==> config.mk <==
export PLATFORM = sky130hd
export DESIGN_NAME = nts_engine_stats
export DESIGN_NICKNAME = d
export VERILOG_FILES = /design/src/nts_pkg.sv /design/src/nts_api_decode.sv /design/src/nts_debug_regs.sv /design/src/nts_engine_stats.sv /design/src/nts_lsb_snapshot.sv /design/src/nts_stat_counters.sv
export SDC_FILE = /design/constraint.sdc
export NUM_CORES = 1
export LEC_CHECK = 0
export ABC_AREA = 1
export BUFFER_PORTS_ARGS = -buffer_cell sky130_fd_sc_hd__buf_4
export CAP_MARGIN = 5
export CORE_MARGIN = 2
export CORE_UTILIZATION = 40
export CTS_BUF_LIST = sky130_fd_sc_hd__clkbuf_8
export DETAILED_ROUTE_END_ITERATION = 6
export HOLD_SLACK_MARGIN = 0.05
export RECOVER_POWER = 25
export SLEW_MARGIN = 40
export SYNTH_ARGS = -nofsm -noshare
export SYNTH_HDL_FRONTEND = slang
export SYNTH_SLANG_ARGS = --single-unit
==> constraint.sdc <==
create_clock -name i_clk -period 36.4 [get_ports i_clk]
set_input_delay 3.64 -clock i_clk [delete_from_list [all_inputs] [get_ports i_clk]]
set_output_delay 3.64 -clock i_clk [all_outputs]
set_load 0.1 [all_outputs]
==> src/nts_pkg.sv <==
// NTS engine statistics definitions
`default_nettype none

package nts_pkg;

  //------------------------------------------------------------
  // API address and data widths
  //------------------------------------------------------------

  localparam int API_ADDR_W   = 12;
  localparam int API_DATA_W   = 32;
  localparam int API_OFFSET_W = 8;
  localparam int API_BLOCK_W  = 4;

  // One address word, seen raw or as block and offset
  typedef union packed {
    logic [API_ADDR_W-1:0] raw;
    struct packed {
      logic [API_BLOCK_W-1:0]  block;
      logic [API_OFFSET_W-1:0] offset;
    } field;
  } api_addr_t;

  localparam logic [API_BLOCK_W-1:0] BLOCK_ENGINE = 4'd0;
  localparam logic [API_BLOCK_W-1:0] BLOCK_DEBUG  = 4'd3;

  //------------------------------------------------------------
  // Engine block
  //------------------------------------------------------------

  localparam logic [API_OFFSET_W-1:0] ADDR_NAME0   = 8'h00;
  localparam logic [API_OFFSET_W-1:0] ADDR_NAME1   = 8'h01;
  localparam logic [API_OFFSET_W-1:0] ADDR_VERSION = 8'h02;
  localparam logic [API_OFFSET_W-1:0] ADDR_CTRL    = 8'h08;

  localparam logic [API_DATA_W-1:0] CORE_NAME0   = 32'h4e_54_53_5f; // "NTS_"
  localparam logic [API_DATA_W-1:0] CORE_NAME1   = 32'h45_4e_47_4e; // "ENGN"
  localparam logic [API_DATA_W-1:0] CORE_VERSION = 32'h30_2e_30_32; // "0.02"
  localparam logic [API_DATA_W-1:0] CTRL_VALUE   = 32'h0000_0001;

  //------------------------------------------------------------
  // Debug block
  //------------------------------------------------------------

  localparam logic [API_OFFSET_W-1:0] ADDR_DEBUG_NAME      = 8'h08;
  localparam logic [API_OFFSET_W-1:0] ADDR_DEBUG_SYSTICK32 = 8'h09;

  localparam logic [API_DATA_W-1:0] DEBUG_NAME = 32'h44_42_55_47; // "DBUG"

  localparam int CNT_W   = 64;
  localparam int NUM_CNT = 6;

  // Counter index, also the bit of the event vector
  localparam int CNT_PROCESSED  = 0;
  localparam int CNT_BAD_COOKIE = 1;
  localparam int CNT_BAD_AUTH   = 2;
  localparam int CNT_BAD_KEYID  = 3;
  localparam int CNT_ERR_CRYPTO = 4;
  localparam int CNT_ERR_TXBUF  = 5;

  // Upper-word offset per counter; lower word sits one above
  localparam logic [API_OFFSET_W-1:0] CNT_ADDR [NUM_CNT] = '{
    CNT_PROCESSED:  8'h00,
    CNT_BAD_COOKIE: 8'h02,
    CNT_BAD_AUTH:   8'h04,
    CNT_BAD_KEYID:  8'h06,
    CNT_ERR_CRYPTO: 8'h20,
    CNT_ERR_TXBUF:  8'h22
  };

endpackage

`default_nettype wire

==> src/nts_api_decode.sv <==
// API block decode and engine ID words
`timescale 1ns/10ps
`default_nettype none

module nts_api_decode (
  input  wire                               i_api_cs,
  input  wire                               i_api_we,
  input  wire  [nts_pkg::API_ADDR_W-1:0]    i_api_address,
  input  wire  [nts_pkg::API_DATA_W-1:0]    i_api_write_data,  // No writable register
  output logic [nts_pkg::API_DATA_W-1:0]    o_api_read_data,
  output logic [nts_pkg::API_OFFSET_W-1:0]  o_offset,
  output logic                              o_read_debug,
  input  wire  [nts_pkg::API_DATA_W-1:0]    i_debug_read_data
);

  import nts_pkg::*;

  api_addr_t addr;
  logic      api_read;
  logic      read_engine;

  //------------------------------------------------------------
  // Address split and block selects
  //------------------------------------------------------------

  assign addr.raw = i_api_address;
  assign o_offset = addr.field.offset;

  assign api_read     = i_api_cs && !i_api_we;  // Writes fall through
  assign o_read_debug = api_read && (addr.field.block == BLOCK_DEBUG);
  assign read_engine  = api_read && (addr.field.block == BLOCK_ENGINE);

  //------------------------------------------------------------
  // Read mux
  //------------------------------------------------------------

  // Engine words are matched on the full address word, so the
  // block number is part of every case item
  always_comb
  begin : read_mux
    o_api_read_data = '0;
    if (o_read_debug)
    begin
      o_api_read_data = i_debug_read_data;
    end
    else if (read_engine)
    begin
      case (addr.raw)
        {BLOCK_ENGINE, ADDR_NAME0}:   o_api_read_data = CORE_NAME0;
        {BLOCK_ENGINE, ADDR_NAME1}:   o_api_read_data = CORE_NAME1;
        {BLOCK_ENGINE, ADDR_VERSION}: o_api_read_data = CORE_VERSION;
        {BLOCK_ENGINE, ADDR_CTRL}:    o_api_read_data = CTRL_VALUE;
        default: ;                    // Unmapped engine offset
      endcase
    end
  end

endmodule

`default_nettype wire

==> src/nts_debug_regs.sv <==
// Debug block register readout
`timescale 1ns/10ps
`default_nettype none

module nts_debug_regs (
  input  wire                                                 i_read,     // Qualified debug read
  input  wire  [nts_pkg::API_OFFSET_W-1:0]                    i_offset,
  input  wire  [nts_pkg::NUM_CNT-1:0][nts_pkg::CNT_W-1:0]      i_count,
  input  wire  [nts_pkg::NUM_CNT-1:0][nts_pkg::API_DATA_W-1:0] i_lsb,
  input  wire  [nts_pkg::API_DATA_W-1:0]                      i_systick,
  output logic [nts_pkg::API_DATA_W-1:0]                      o_read_data,
  output logic [nts_pkg::NUM_CNT-1:0]                         o_load
);

  import nts_pkg::*;

  logic [NUM_CNT-1:0] hit_msb;  // Offset names a counter's upper word
  logic [NUM_CNT-1:0] hit_lsb;  // Offset names a counter's lower word

  //------------------------------------------------------------
  // Counter address match
  //------------------------------------------------------------

  for (genvar g = 0; g < NUM_CNT; g++)
  begin : g_match
    assign hit_msb[g] = (i_offset == CNT_ADDR[g]);
    assign hit_lsb[g] = (i_offset == CNT_ADDR[g] + API_OFFSET_W'(1));
  end

  // Snapshot strobe only on a real read of the upper word
  assign o_load = i_read ? hit_msb : '0;

  //------------------------------------------------------------
  // Read data mux
  //------------------------------------------------------------

  always_comb
  begin : read_mux
    o_read_data = '0;
    if (i_read)
    begin
      case (i_offset)
        ADDR_DEBUG_NAME:      o_read_data = DEBUG_NAME;
        ADDR_DEBUG_SYSTICK32: o_read_data = i_systick;
        default: ;
      endcase

      // Counter offsets never overlap the name or tick offsets
      for (int i = 0; i < NUM_CNT; i++)
      begin
        if (hit_msb[i])
        begin
          o_read_data = i_count[i][CNT_W-1:API_DATA_W];
        end
        if (hit_lsb[i])
        begin
          o_read_data = i_lsb[i];  // Held since the last upper read
        end
      end
    end
  end

endmodule

`default_nettype wire

==> src/nts_engine_stats.sv <==
// NTS engine statistics top level
`timescale 1ns/10ps
`default_nettype none

module nts_engine_stats (
  input  wire                             i_clk,
  input  wire                             i_areset,
  input  wire                             i_api_cs,
  input  wire                             i_api_we,
  input  wire [nts_pkg::API_ADDR_W-1:0]   i_api_address,
  input  wire [nts_pkg::API_DATA_W-1:0]   i_api_write_data,
  output wire [nts_pkg::API_DATA_W-1:0]   o_api_read_data,
  input  wire [nts_pkg::NUM_CNT-1:0]      i_evt   // Bit order follows counter index
);

  import nts_pkg::*;

  //------------------------------------------------------------
  // Internal wires
  //------------------------------------------------------------

  wire [API_OFFSET_W-1:0]            api_offset;
  wire                               read_debug;
  wire [API_DATA_W-1:0]              debug_read_data;
  wire [NUM_CNT-1:0][CNT_W-1:0]      count;
  wire [API_DATA_W-1:0]              systick;
  wire [NUM_CNT-1:0][API_DATA_W-1:0] lsb;
  wire [NUM_CNT-1:0]                 lsb_load;

  //------------------------------------------------------------
  // API decode
  //------------------------------------------------------------

  nts_api_decode u_api_decode (
    .i_api_cs          (i_api_cs),
    .i_api_we          (i_api_we),
    .i_api_address     (i_api_address),
    .i_api_write_data  (i_api_write_data),
    .o_api_read_data   (o_api_read_data),
    .o_offset          (api_offset),
    .o_read_debug      (read_debug),
    .i_debug_read_data (debug_read_data)
  );

  //------------------------------------------------------------
  // Counters, snapshots and debug readout
  //------------------------------------------------------------

  nts_stat_counters u_counters (
    .i_clk     (i_clk),
    .i_areset  (i_areset),
    .i_evt     (i_evt),
    .o_count   (count),
    .o_systick (systick)
  );

  nts_lsb_snapshot u_snapshot (
    .i_clk    (i_clk),
    .i_areset (i_areset),
    .i_load   (lsb_load),
    .i_count  (count),
    .o_lsb    (lsb)
  );

  nts_debug_regs u_debug (
    .i_read      (read_debug),
    .i_offset    (api_offset),
    .i_count     (count),
    .i_lsb       (lsb),
    .i_systick   (systick),
    .o_read_data (debug_read_data),
    .o_load      (lsb_load)
  );

endmodule

`default_nettype wire

==> src/nts_lsb_snapshot.sv <==
// Counter lower-word snapshots
`timescale 1ns/10ps
`default_nettype none

module nts_lsb_snapshot (
  input  wire                                                 i_clk,
  input  wire                                                 i_areset,
  input  wire  [nts_pkg::NUM_CNT-1:0]                         i_load,  // Upper-word read strobes
  input  wire  [nts_pkg::NUM_CNT-1:0][nts_pkg::CNT_W-1:0]      i_count,
  output logic [nts_pkg::NUM_CNT-1:0][nts_pkg::API_DATA_W-1:0] o_lsb
);

  import nts_pkg::*;

  logic [NUM_CNT-1:0][API_DATA_W-1:0] lsb_reg;

  //------------------------------------------------------------
  // Snapshot registers
  //------------------------------------------------------------

  // The strobe comes from a read of the upper word, so the lower
  // word captured here pairs with the upper word just returned.
  // An event at the same edge lands in the counter, not here.
  always_ff @(posedge i_clk or posedge i_areset)
  begin : lsb_update
    if (i_areset)
    begin
      lsb_reg <= '0;
    end
    else
    begin
      for (int i = 0; i < NUM_CNT; i++)
      begin
        if (i_load[i])
        begin
          lsb_reg[i] <= i_count[i][API_DATA_W-1:0]; // Value before the edge
        end
      end
    end
  end

  assign o_lsb = lsb_reg;

endmodule

`default_nettype wire

==> src/nts_stat_counters.sv <==
// Event counters and system tick
`timescale 1ns/10ps
`default_nettype none

module nts_stat_counters (
  input  wire                                            i_clk,
  input  wire                                            i_areset,
  input  wire  [nts_pkg::NUM_CNT-1:0]                    i_evt,     // One pulse per event
  output logic [nts_pkg::NUM_CNT-1:0][nts_pkg::CNT_W-1:0] o_count,
  output logic [nts_pkg::API_DATA_W-1:0]                 o_systick
);

  import nts_pkg::*;

  //------------------------------------------------------------
  // Registers
  //------------------------------------------------------------

  logic [NUM_CNT-1:0][CNT_W-1:0] count_reg;
  logic [API_DATA_W-1:0]         systick_reg;

  //------------------------------------------------------------
  // Event counters
  //------------------------------------------------------------

  // Plain wrap-around counters, 64 bits never overflow in practice
  always_ff @(posedge i_clk or posedge i_areset)
  begin : cnt_update
    if (i_areset)
    begin
      count_reg <= '0;
    end
    else
    begin
      for (int i = 0; i < NUM_CNT; i++)
      begin
        if (i_evt[i])
        begin
          count_reg[i] <= count_reg[i] + CNT_W'(1);
        end
      end
    end
  end

  //------------------------------------------------------------
  // Free running tick
  //------------------------------------------------------------

  // Starts at one so the first cycle out of reset reads as tick 1
  always_ff @(posedge i_clk or posedge i_areset)
  begin : tick_update
    if (i_areset)
    begin
      systick_reg <= API_DATA_W'(1);
    end
    else
    begin
      systick_reg <= systick_reg + API_DATA_W'(1);
    end
  end

  assign o_count   = count_reg;
  assign o_systick = systick_reg;

endmodule

`default_nettype wire

==> results.yml <==
worst_setup_path:
  cpMostUsedCell: "nand2_1"
  worstSetupEndpointType: "output pin"
  worstSetupStartpoint: "i_api_address[5]"
  crit_fanout: 29
  r2r-start: "u_counters.o_systick[0]"
  path_cells: "buf_4, nor2_1, nand2_1, inv_2, nand2_1, or2_2, nand2_1, nand2_1, nand2_1, nand4_1, nor2_1, nand4_1, nand2_1, nand2_1, buf_4"
  crit_path_start_kind: "input port"
  r2r_slack_ps: 33380
  worst_ep_required_time_ps: 32760
  cp.arrival_ps: 7410
  max_stage_delay_ps: 580
  cp_slowest_cell: "inv_2"
  critPathKind: "input port to output pin"
clock_tree:
  cts_hold_buf: 0
  ctsResizeCount: 0
  clk_pin_slew_ps: 50
  cts_tree: "done"
  cts_max_path_buffers: 3
  clk_latency_ps: 740
  cts_root_buf: "clkbuf_8"
  cts.htree.levels: 3
  numCtsBuffers: 105
  post_cts_buffers: 0
  cts.sinks: 608
synthesis:
  async_reset_ff_frac: 1.00
  avgSynthCellArea_sq_um: 8.17
  ys_seq_area_frac: 0.471
  yosys_warnings: 0
  netlist_instances: 3956
  syn_nets: 4017
  ys_types: 47
  synth_area_sq_um: 32300
  synth-edff-count: 0
  yosys_register_bits: 608
  synth-main-ff-cell: "dfrtp_1"
outcome:
  status: "finished with violations"
  violations: "max-capacitance violations, max-slew violations"
job:
  drv_cap: 3
global_route:
  met3_usage: 0.0450
  grt_busiest_layer: "met2"
  gr-usage-met2: 0.349
  grt_max_degree: 102
  antenna_found_initial: 3
  grt_usage: 0.237
  grt_pass1_vias: 25978
  use_met1: 0.342
  overflow: 0
  grt_pass1_wl_mm: 152
route:
  drc: 0
  drt_iter0_markers: 2550
  drtAntennaViolNets: 0
  vias_per_cell: 5.10
  first_pass_iters: 5
  wl_per_cell_um: 18.7
  vias: 26552
  drt_wl_total_mm: 97.6
place:
  placed_area_sq_um: 34000
  preCtsSetupSlack_ps: 25500
  hpwl_mm: 73.9
  port_buffers: 53
  gp_congestion: 0.965
floorplanning:
  io_pins: 86
  die_y_um: 288
  coreArea_sq_um: 80300
  die-area_sq_um: 83100
  num_rows: 104
  die_x_um: 288
  initial_utilization: 0.403
hold_path:
  hold_start: "u_counters.o_count[318]"
  holdCritPathClass: "flop to flop"
timing:
  max_slew_margin: -2.09
  max_freq_ghz: 0.0905
  finalSetupViolations: 0
  finClkSkew_ps: 43.4
  hold_viol_final: 0
  fin_setup_tns_ps: 0
  min_period_ps: 11050
  slew_violations: 199
  period_share: 0.304
  worst_pin_slew_ps: 4640
  layout_setup_ws_ps: 25350
  rsz0062_at_grt: "no"
power:
  power_density_nw_per_um2: 41.8
  p_total_uw: 1510
  p_leak_uw: 0.0178
  ir_worst_vdd_mv: 0.0283
finish:
  area_growth_pct: 11.6
  design_area_sq_um: 36100
  nets: 4118
  drive_above_1_share: 0.105
## final cells by class
class,instances,area (sq um)
clock inverters,54,359
multi-input cells,2716,14600
fillers,8065,44200
well taps,1060,1330
inverters,548,2060
flip-flops and latches,608,15200
diodes,1,2.50
clock buffers,140,1930
repair buffers,78,596
## path summary, 6_finish.rpt
| check | cells after the start | to |
|---|---|---|
| setup / recovery | 15 | o_api_read_data[0] |
| hold / removal | 1 | u_counters.o_count[318] |
| setup reg to reg | 9 | u_counters.o_systick[31] |
| hold reg to reg | 1 | u_counters.o_count[318] |
| max in group asynchronous | 3 | u_counters.o_count[192] |
| min in group asynchronous | 2 | u_counters.o_count[140] |
## report_power, final
part | leakage, uW | internal (uW) | total (uW) | switching, uW
clock | 0.00129 | 372 | 671 | 299
combinational | 0.00890 | 30.7 | 99.5 | 68.7
sequential | 0.00761 | 704 | 738 | 33.7
## synthesized netlist by cell type, types with 2 or more instances
| library cell | count | area share |
|---|---|---|
| nand2_1 | 971 | 0.11 |
| dfrtp_1 | 607 | 0.47 |
| inv_1 | 530 | 0.062 |
| nor2_1 | 359 | 0.042 |
| xor2_1 | 337 | 0.091 |
| o21ai_0 | 191 | 0.030 |
| nand3_1 | 160 | 0.025 |
| nand4_1 | 152 | 0.029 |
| nor3_1 | 148 | 0.023 |
| nor4_1 | 57 | 0.011 |
| xnor2_1 | 57 | 0.015 |
| mux2_2 | 55 | 0.019 |
| clkbuf_1 | 54 | 0.0063 |
| a21oi_1 | 52 | 0.0080 |
| nor2_2 | 40 | 0.0077 |
| buf_2 | 25 | 0.0039 |
| nand2_2 | 25 | 0.0048 |
| nor3_2 | 21 | 0.0065 |
| inv_2 | 16 | 0.0019 |
| nor2_4 | 15 | 0.0052 |
| or2_2 | 10 | 0.0019 |
| nand3_2 | 8 | 0.0025 |
| nor4_2 | 8 | 0.0031 |
| ha_1 | 7 | 0.0027 |
| and3_1 | 6 | 0.0012 |
| nand3b_1 | 5 | 0.0012 |
| nor3_4 | 4 | 0.0020 |
| nor3b_2 | 4 | 0.0015 |
| nor3b_1 | 3 | 0.00070 |
| o211ai_1 | 3 | 0.00070 |
| o21bai_1 | 3 | 0.00070 |
| o22ai_1 | 3 | 0.00058 |
| clkbuf_2 | 2 | 0.00031 |
| nand2_4 | 2 | 0.00070 |
| nand3_4 | 2 | 0.0011 |
| nand4_2 | 2 | 0.00077 |
| nor4_4 | 2 | 0.0013 |
## cell families (layout without fill, tap and decap cells)
kind of cell	Yosys count	count (layout)	share of synthesized area
AO/OA/AOI/OAI	252	252	0.0396
XOR/XNOR	394	394	0.107
adder cells (fa/ha/maj)	7	7	0.00271
buffers and inverters	632	820	0.0748
flip-flops	608	608	0.471
multiplexers	55	55	0.0192
other	0	1	0
AND/OR/NAND/NOR	2008	2008	0.286
## layout by cell type (no fill, tap or decap), types with 9 or more instances in the layout
| master | synthesis | layout |
|---|---|---|
| or2_2 | 10 | 10 |
| clkinv_2 | 1 | 17 |
| nor2_2 | 40 | 34 |
| o21ai_0 | 191 | 191 |
| xor2_1 | 337 | 337 |
| nor2_4 | 15 | 13 |
| xnor2_1 | 57 | 57 |
| dfrtp_1 | 607 | 607 |
| clkbuf_8 | 0 | 140 |
| nor4_1 | 57 | 59 |
| inv_2 | 16 | 17 |
| nand2_1 | 971 | 973 |
| nor3_2 | 21 | 18 |
| nor2_1 | 359 | 367 |
| nand4_1 | 152 | 153 |
| mux2_2 | 55 | 55 |
| inv_1 | 530 | 557 |
| nand2_2 | 25 | 23 |
| a21oi_1 | 52 | 52 |
| nand3_1 | 160 | 163 |
| clkbuf_1 | 54 | 9 |
| nor3_1 | 148 | 152 |
| buf_4 | 1 | 63 |
## worst max-delay path: cells and delay by family
family                 cells  cell delay (ps)
AND/OR/NAND/NOR           12             2790
buffers and inverters      3              930
## layer usage
metal / share of wire / vias up / routed length (um)
li1: - / 12810 / -
met1: 0.47 / 12764 / 45500
met2: 0.43 / 783 / 41900
met3: 0.063 / 191 / 6130
met4: 0.041 / 4 / 4000
met5: 0.00029 / - / 28
## through the flow
step / hold WS (ps) / std cells / utilization
6_report: 469 / 5205 / 0.449
2_1_floorplan: 439 / 3956 / -
4_1_cts: 473 / 5203 / 0.451
5_1_grt: 479 / 5205 / 0.449
3_5_place_dp: 457 / 5009 / 0.423
3_3_place_gp: 458 / 5007 / 0.422
## state kept, by name (all words and copies together) (netlist names)
name,cells
u_snapshot.o_lsb,192
u_counters.o_systick,32
u_counters.o_count,384
Note: power is estimated with default switching activity, not from simulation.
